--- config.mk ---
export PLATFORM = sky130hd
export DESIGN_NAME = rop_blend
export DESIGN_NICKNAME = d
export VERILOG_FILES = /design/src/common/rop_pkg.sv /design/src/verilog/rop_blend.sv /design/src/blend/blend_equation.sv /design/src/blend/blend_mult.sv /design/src/blend/blend_factor.sv
export SDC_FILE = /design/constraint.sdc
export NUM_CORES = 2
export LEC_CHECK = 0
export BUFFER_PORTS_ARGS = -buffer_cell sky130_fd_sc_hd__buf_2
export CAP_MARGIN = 20
export CORE_MARGIN = 3
export CORE_UTILIZATION = 65
export CTS_CLUSTER_DIAMETER = 30
export DETAILED_ROUTE_END_ITERATION = 8
export GPL_ROUTABILITY_DRIVEN = 0
export PLACE_DENSITY = 0.83
export SYNTH_ARGS = -nofsm -noshare
export SYNTH_HDL_FRONTEND = slang
export SYNTH_SLANG_ARGS = --single-unit
--- constraint.sdc ---
create_clock -name clk -period 7.6 [get_ports clk]
set_clock_uncertainty 0.15 [all_clocks]
set_input_delay 1.52 -clock clk [delete_from_list [all_inputs] [get_ports clk]]
set_output_delay 1.52 -clock clk [all_outputs]
set_load 0.05 [all_outputs]
--- src/common/rop_pkg.sv ---
// ****************************************
// Shared color, blend function and equation types for the ROP blend pipeline
// Imported by every blend stage and the top level
// ****************************************
package rop_pkg;

    // 8-bit RGBA color, alpha in the top byte
    typedef struct packed {
        logic [7:0] a;
        logic [7:0] r;
        logic [7:0] g;
        logic [7:0] b;
    } rgba_t;

    // Blend factor functions, code 15 is unused and selects zero
    typedef enum logic [3:0] {
        ZERO                = 4'd0,
        ONE                 = 4'd1,
        SRC_RGB             = 4'd2,
        ONE_MINUS_SRC_RGB   = 4'd3,
        SRC_A               = 4'd4,
        ONE_MINUS_SRC_A     = 4'd5,
        DST_RGB             = 4'd6,
        ONE_MINUS_DST_RGB   = 4'd7,
        DST_A               = 4'd8,
        ONE_MINUS_DST_A     = 4'd9,
        CONST_RGB           = 4'd10,
        ONE_MINUS_CONST_RGB = 4'd11,
        CONST_A             = 4'd12,
        ONE_MINUS_CONST_A   = 4'd13,
        ALPHA_SAT           = 4'd14
    } blend_func_e;

    // Blend equation modes
    typedef enum logic [2:0] {
        ADD          = 3'd0,
        SUBTRACT     = 3'd1,
        REV_SUBTRACT = 3'd2,
        MIN          = 3'd3,
        MAX          = 3'd4
    } blend_mode_e;

    typedef struct packed {
        blend_mode_e mode_rgb;
        blend_mode_e mode_a;
        blend_func_e func_src_rgb;
        blend_func_e func_src_a;
        blend_func_e func_dst_rgb;
        blend_func_e func_dst_a;
        rgba_t       const_color;
    } blend_cfg_t;

    typedef struct packed {
        rgba_t src_color;
        rgba_t dst_color;
    } blend_req_t;

    // Equation modes carried down the pipe after factor selection
    typedef struct packed {
        blend_mode_e mode_rgb;
        blend_mode_e mode_a;
    } blend_modes_t;

endpackage
--- src/verilog/rop_blend.sv ---
// ****************************************
// ROP color blend top, three registered stages
// Latency is 3 cycles from in_valid to out_valid
// ****************************************
`timescale 1ns/1ps

module rop_blend import rop_pkg::*; (
    input  logic       clk,
    input  logic       rst,
    input  logic       in_valid,
    input  blend_req_t in_req,
    input  blend_cfg_t cfg,
    output logic       out_valid,
    output rgba_t      out_color
);

    // Factor stage to multiply stage
    logic         fac_valid;
    rgba_t        fac_src_factor;
    rgba_t        fac_dst_factor;
    blend_req_t   fac_colors;
    blend_modes_t fac_modes;

    // Multiply stage to equation stage
    logic         mul_valid;
    rgba_t        mul_src_term;
    rgba_t        mul_dst_term;
    blend_req_t   mul_colors;
    blend_modes_t mul_modes;

    blend_factor u_factor (
        .clk        (clk),
        .rst        (rst),
        .in_valid   (in_valid),
        .in_req     (in_req),
        .cfg        (cfg),
        .out_valid  (fac_valid),
        .src_factor (fac_src_factor),
        .dst_factor (fac_dst_factor),
        .colors     (fac_colors),
        .modes      (fac_modes)
    );

    blend_mult u_mult (
        .clk        (clk),
        .rst        (rst),
        .in_valid   (fac_valid),
        .src_factor (fac_src_factor),
        .dst_factor (fac_dst_factor),
        .in_colors  (fac_colors),
        .in_modes   (fac_modes),
        .out_valid  (mul_valid),
        .src_term   (mul_src_term),
        .dst_term   (mul_dst_term),
        .out_colors (mul_colors),
        .out_modes  (mul_modes)
    );

    blend_equation u_equation (
        .clk       (clk),
        .rst       (rst),
        .in_valid  (mul_valid),
        .src_term  (mul_src_term),
        .dst_term  (mul_dst_term),
        .in_colors (mul_colors),
        .in_modes  (mul_modes),
        .out_valid (out_valid),
        .out_color (out_color)
    );

endmodule

--- src/blend/blend_equation.sv ---
// ****************************************
// Blend stage 3, applies the equation mode with saturation
// ****************************************
`timescale 1ns/1ps

module blend_equation import rop_pkg::*; (
    input  logic         clk,
    input  logic         rst,
    input  logic         in_valid,
    input  rgba_t        src_term,
    input  rgba_t        dst_term,
    input  blend_req_t   in_colors,
    input  blend_modes_t in_modes,
    output logic         out_valid,
    output rgba_t        out_color
);

    function automatic logic [7:0] blend_chan(
        input blend_mode_e mode,
        input logic [7:0]  s_term,
        input logic [7:0]  d_term,
        input logic [7:0]  s_col,
        input logic [7:0]  d_col
    );
        logic [8:0] sum;
        logic [7:0] res;
        sum = {1'b0, s_term} + {1'b0, d_term};
        case (mode)
            ADD: begin
                // Carry out means the sum overflowed one
                res = sum[8] ? 8'hff : sum[7:0];
            end
            SUBTRACT: begin
                res = (s_term > d_term) ? s_term - d_term : 8'h00;
            end
            REV_SUBTRACT: begin
                res = (d_term > s_term) ? d_term - s_term : 8'h00;
            end
            MIN: begin
                res = (s_col < d_col) ? s_col : d_col;
            end
            MAX: begin
                res = (s_col > d_col) ? s_col : d_col;
            end
            default: begin
                res = 8'h00;
            end
        endcase
        return res;
    endfunction

    rgba_t color_d;

    always_comb begin
        color_d.r = blend_chan(in_modes.mode_rgb, src_term.r, dst_term.r,
                               in_colors.src_color.r, in_colors.dst_color.r);
        color_d.g = blend_chan(in_modes.mode_rgb, src_term.g, dst_term.g,
                               in_colors.src_color.g, in_colors.dst_color.g);
        color_d.b = blend_chan(in_modes.mode_rgb, src_term.b, dst_term.b,
                               in_colors.src_color.b, in_colors.dst_color.b);
        // Alpha has its own equation mode
        color_d.a = blend_chan(in_modes.mode_a, src_term.a, dst_term.a,
                               in_colors.src_color.a, in_colors.dst_color.a);
    end

    always_ff @(posedge clk) begin
        if (rst) begin
            out_valid <= 1'b0;
        end else begin
            out_valid <= in_valid;
        end
    end

    always_ff @(posedge clk) begin
        if (in_valid) begin
            out_color <= color_d;
        end
    end

endmodule

--- src/blend/blend_mult.sv ---
// ****************************************
// Second blend stage that weights each color channel by its factor
// ****************************************
`timescale 1ns/1ps

module blend_mult import rop_pkg::*; (
    input  logic         clk,
    input  logic         rst,
    input  logic         in_valid,
    input  rgba_t        src_factor,
    input  rgba_t        dst_factor,
    input  blend_req_t   in_colors,
    input  blend_modes_t in_modes,
    output logic         out_valid,
    output rgba_t        src_term,
    output rgba_t        dst_term,
    output blend_req_t   out_colors,
    output blend_modes_t out_modes
);

    // Rounded c*f/255 without a divider. With t = c*f + 128 the
    // value (t + (t >> 8)) >> 8 is exact for all 8-bit operands
    function automatic logic [7:0] norm_mul(
        input logic [7:0] c,
        input logic [7:0] f
    );
        logic [16:0] t;
        logic [16:0] q;
        t = c * f + 17'd128;
        q = (t + (t >> 8)) >> 8;
        return q[7:0];
    endfunction

    rgba_t src_term_d;
    rgba_t dst_term_d;

    always_comb begin
        src_term_d.a = norm_mul(in_colors.src_color.a, src_factor.a);
        src_term_d.r = norm_mul(in_colors.src_color.r, src_factor.r);
        src_term_d.g = norm_mul(in_colors.src_color.g, src_factor.g);
        src_term_d.b = norm_mul(in_colors.src_color.b, src_factor.b);
        dst_term_d.a = norm_mul(in_colors.dst_color.a, dst_factor.a);
        dst_term_d.r = norm_mul(in_colors.dst_color.r, dst_factor.r);
        dst_term_d.g = norm_mul(in_colors.dst_color.g, dst_factor.g);
        dst_term_d.b = norm_mul(in_colors.dst_color.b, dst_factor.b);
    end

    always_ff @(posedge clk) begin
        if (rst) begin
            out_valid <= 1'b0;
        end else begin
            out_valid <= in_valid;
        end
    end

    // MIN and MAX need the unweighted colors, so they ride along
    always_ff @(posedge clk) begin
        if (in_valid) begin
            src_term   <= src_term_d;
            dst_term   <= dst_term_d;
            out_colors <= in_colors;
            out_modes  <= in_modes;
        end
    end

endmodule

--- src/blend/blend_factor.sv ---
// ****************************************
// Blend stage 1, selects source and destination factors per channel
// Registers factors together with colors and equation modes
// ****************************************
`timescale 1ns/1ps

module blend_factor import rop_pkg::*; (
    input  logic         clk,
    input  logic         rst,
    input  logic         in_valid,
    input  blend_req_t   in_req,
    input  blend_cfg_t   cfg,
    output logic         out_valid,
    output rgba_t        src_factor,
    output rgba_t        dst_factor,
    output blend_req_t   colors,
    output blend_modes_t modes
);

    // Channel index follows the packed layout: 0 is blue, 3 is alpha
    function automatic logic [7:0] factor_sel(
        input blend_func_e func,
        input logic [1:0]  ch,
        input rgba_t       src,
        input rgba_t       dst,
        input rgba_t       cst
    );
        logic [3:0][7:0] s;
        logic [3:0][7:0] d;
        logic [3:0][7:0] c;
        logic [7:0]      inv_dst_a;
        logic [7:0]      res;
        s = src;
        d = dst;
        c = cst;
        inv_dst_a = 8'hff - dst.a;
        case (func)
            ZERO:                res = 8'h00;
            ONE:                 res = 8'hff;
            SRC_RGB:             res = s[ch];
            ONE_MINUS_SRC_RGB:   res = 8'hff - s[ch];
            SRC_A:               res = src.a;
            ONE_MINUS_SRC_A:     res = 8'hff - src.a;
            DST_RGB:             res = d[ch];
            ONE_MINUS_DST_RGB:   res = 8'hff - d[ch];
            DST_A:               res = dst.a;
            ONE_MINUS_DST_A:     res = inv_dst_a;
            CONST_RGB:           res = c[ch];
            ONE_MINUS_CONST_RGB: res = 8'hff - c[ch];
            CONST_A:             res = cst.a;
            ONE_MINUS_CONST_A:   res = 8'hff - cst.a;
            ALPHA_SAT: begin
                // Alpha itself saturates to one
                if (ch == 2'd3) begin
                    res = 8'hff;
                end else begin
                    res = (src.a < inv_dst_a) ? src.a : inv_dst_a;
                end
            end
            default:             res = 8'h00;
        endcase
        return res;
    endfunction

    rgba_t src_factor_d;
    rgba_t dst_factor_d;

    always_comb begin
        src_factor_d.b = factor_sel(cfg.func_src_rgb, 2'd0, in_req.src_color,
                                    in_req.dst_color, cfg.const_color);
        src_factor_d.g = factor_sel(cfg.func_src_rgb, 2'd1, in_req.src_color,
                                    in_req.dst_color, cfg.const_color);
        src_factor_d.r = factor_sel(cfg.func_src_rgb, 2'd2, in_req.src_color,
                                    in_req.dst_color, cfg.const_color);
        src_factor_d.a = factor_sel(cfg.func_src_a, 2'd3, in_req.src_color,
                                    in_req.dst_color, cfg.const_color);
        dst_factor_d.b = factor_sel(cfg.func_dst_rgb, 2'd0, in_req.src_color,
                                    in_req.dst_color, cfg.const_color);
        dst_factor_d.g = factor_sel(cfg.func_dst_rgb, 2'd1, in_req.src_color,
                                    in_req.dst_color, cfg.const_color);
        dst_factor_d.r = factor_sel(cfg.func_dst_rgb, 2'd2, in_req.src_color,
                                    in_req.dst_color, cfg.const_color);
        dst_factor_d.a = factor_sel(cfg.func_dst_a, 2'd3, in_req.src_color,
                                    in_req.dst_color, cfg.const_color);
    end

    always_ff @(posedge clk) begin
        if (rst) begin
            out_valid <= 1'b0;
        end else begin
            out_valid <= in_valid;
        end
    end

    always_ff @(posedge clk) begin
        if (in_valid) begin
            src_factor     <= src_factor_d;
            dst_factor     <= dst_factor_d;
            colors         <= in_req;
            modes.mode_rgb <= cfg.mode_rgb;
            modes.mode_a   <= cfg.mode_a;
        end
    end

endmodule

==> impl_metrics.py <==
metrics = {
    "run_status": {
        "status": "completed",
    },
    "timing": {
        "maxSlewHeadroom_pct": 15.2,
        "max_freq_ghz": 0.150,
        "period_share_pct": 87.6,
        "fin_tns_setup_ps": 0,
        "setup_viol": 0,
        "rsz0062_at_grt": "no",
        "fin_crit_ps": 6660,
        "finalHoldViolations": 0,
        "slew_viol_final": 0,
        "worstMarginPinSlew_ps": 1270,
    },
    "floorplanning": {
        "dieWidth_microns": 252,
        "core_area_sq_mm": 0.0596,
        "die-area_sq_mm": 0.0637,
        "num_io_pins": 154,
        "placementRows": 89,
        "die_h_microns": 252,
        "floorplan.initialDensity_pct": 66.3,
    },
    "global_routing": {
        "grt_pass1_wl_microns": 164000,
        "grt_pass1_vias": 31300,
        "grt-ovfl-total": 0,
        "antenna_found_initial": 7,
        "grt_max_degree": 86,
        "grtUsageTotal_pct": 32.2,
    },
    "clock_tree": {
        "ctsHoldBuffers": 0,
        "root_buffer": "clkbuf_16",
        "cts.sinks": 303,
        "cts_resized": 0,
        "cts_buffer_depth": 3,
        "post-cts-setup-buffers": 0,
        "htreeDepth": 3,
        "cts_tree": "done",
        "clk_pin_slew_ps": 50,
        "numCtsBuffers": 70,
        "clk_latency_ps": 600,
    },
    "min_path": {
        "min_path_cells": 0,
        "min_to": "u_mult.out_modes[3]",
        "hp-class": "flop to flop",
        "min-delay-start": "u_factor.modes[3]",
    },
    "place": {
        "io_buffers": 153,
        "placedCellCount": 4993,
        "hpwl_microns": 77300,
    },
    "setup_path": {
        "crit_chain": "and2_1 > fa_1 > fa_1 > fa_1 > inv_1 > fa_1 > inv_1 > ha_1 > nand2_1 > a21oi_1 > nor2_1 > xnor2_1 > ha_1 > nand3_1 > a2111oi_0 > a211o_1 > a31oi_1 > o21a_1 > o31ai_2 > a311oi_1 > nand2b_1 > xnor2_1",
        "crit_path_end_kind": "flop",
        "critical_path.slowest_cell": "fa_1",
        "worst-endpoint-required_ps": 7760,
        "r2r_cells": 22,
        "crit_type": "flop to flop",
        "crit_top_cell": "fa_1",
        "r2r_start": "u_factor.colors[19]",
        "crit_arrival_ps": 6820,
        "reg2reg_slack_ps": 940,
        "path_max_fanout": 9,
        "worstSetupStartpointType": "flop",
        "worstReg2RegEnd": "u_mult.dst_term[18]",
        "crit_path_max_incr_delay_ps": 550,
    },
    "drt": {
        "viasPerCell": 6.13,
        "firstDrtPassIters": 7,
        "route.detailed.drc": 0,
        "drtAntennaViolNets": 0,
        "wl_microns": 102000,
        "avgRoutedWirePerCell_microns": 19.9,
        "drt_iter0_drc": 2576,
        "num_vias": 31400,
    },
    "yosys": {
        "yosysMostFrequentCell": "inv_1",
        "synth_edf_count": 300,
        "synth_area_leaders": "edfxtp_1, ha_1, fa_1, inv_1, and2_1",
        "synthFlopType": "edfxtp_1",
        "yosysWarnings": 0,
        "synth.avg_cell_area_sq_um": 9.52,
        "ys_seq_elements": 303,
        "yosys.area.top_type": "edfxtp_1",
        "yosysSeqAreaShare_pct": 23.0,
        "yosysUniqueCellTypes": 101,
        "synth_commonest_cells": "inv_1, ha_1, and2_1, fa_1, edfxtp_1",
        "synthArstFlopShare_pct": 0,
        "synth_cells": 4149,
        "synth_top_cell_area_share_pct": 22.8,
        "synth_nets": 5113,
        "syn_area_sq_mm": 0.0395,
    },
    "finish": {
        "drive_gt1_share_pct": 8.28,
        "syn_to_final_growth_pct": 10.0,
        "fin_cells": 5129,
        "nNetsFinal": 5257,
    },
    "run": {
        "drv_cap": 0,
    },
}
## through the flow
step	setup slack (ps)	area, sq um	hold WS (ps)	utilization [%]
after floorplan	1510	39500	250	-
after global placement	1160	41000	252	68.8
after detailed placement	1020	41000	255	68.8
after CTS	1000	43400	261	72.9
after global routing	588	43400	272	72.9
final	941	43400	260	72.9
## how the worst max path moves through the flow
stage / depth (start not counted) / startpoint / end / slack, ps
after global placement: 21 / u_factor.colors[22] / u_mult.dst_term[22] / 1160
after CTS: 21 / u_factor.colors[19] / u_mult.dst_term[18] / 1000
after floorplan: 22 / u_factor.colors[22] / u_mult.dst_term[22] / 1510
after global routing: 23 / u_factor.colors[19] / u_mult.dst_term[18] / 590
final: 22 / u_factor.colors[19] / u_mult.dst_term[18] / 940
after detailed placement: 21 / u_factor.colors[22] / u_mult.dst_term[18] / 1020
## sequential cells by signal (all words and copies together) (netlist names)
signal and cells:
u_equation.out_valid 1, u_factor.colors 64, u_equation.out_color 32, u_factor.src_factor 32, u_mult.out_modes 6, u_mult.out_colors 64
u_factor.dst_factor 32, u_mult.dst_term 32, u_factor.modes 6, u_mult.out_valid 1, u_factor.out_valid 1, u_mult.src_term 32
## critical path: cells and delay by family, from the launching register on
family | cells | cell delay [ps]
AO/OA/AOI/OAI | 7 | 1590
XOR/XNOR | 2 | 580
adder cells (fa/ha/maj) | 6 | 2730
buffers and inverters | 2 | 90
flip-flops | 1 | 520
AND/OR/NAND/NOR | 5 | 700
## layout by cell type (no fill, tap or decap), types with 17 or more instances in the layout
master,Yosys,layout
a211oi_1,23,23
a21o_1,107,107
a21oi_1,178,178
a221oi_1,26,26
a222oi_1,19,19
a22oi_1,30,30
a31oi_1,17,17
and2_1,378,378
and3_1,17,17
buf_2,6,152
clkbuf_16,0,73
edfxtp_1,300,300
fa_1,308,308
ha_1,535,535
inv_1,634,634
mux2i_1,61,61
nand2_1,259,259
nand2b_1,22,22
nand3_1,37,37
nand4_1,36,36
nor2_1,174,174
nor2b_1,50,50
nor3_1,41,40
o211ai_1,17,17
o21a_1,24,24
o21ai_0,109,109
o21bai_1,48,48
o22ai_1,82,82
xnor2_1,164,164
xor2_1,129,129
## cells by family (layout without fill, tap and decap cells)
kind of cell,count (synthesis),after routing,synth area share [%]
other cells,0,7,0
fa+ha+maj,849,849,32.7
compound gates,807,807,14.0
flops,303,303,23.0
buf+inv,733,933,7.01
xor+xnor,299,299,6.83
mux,77,77,2.00
simple gates,1081,1081,14.4
## final cells by class
class	count	area, sq um
antenna	7	17.5
clock buffer	74	1830
clock inverter	54	607
fill	4151	16100
inverter	635	2380
multi-input combinational	3113	27600
sequential	303	9070
tap	773	967
timing repair buffer	170	912
## metal layers
metal  global-route usage, %  wire [microns]
met3                    8.39           10300
met2                    51.3           46500
met1                    41.8           41000
met5                       0               0
met4                    13.9            4410
Power is not shown: default switching activity piles up to over one toggle a cycle in this logic, so the estimate is an artifact.
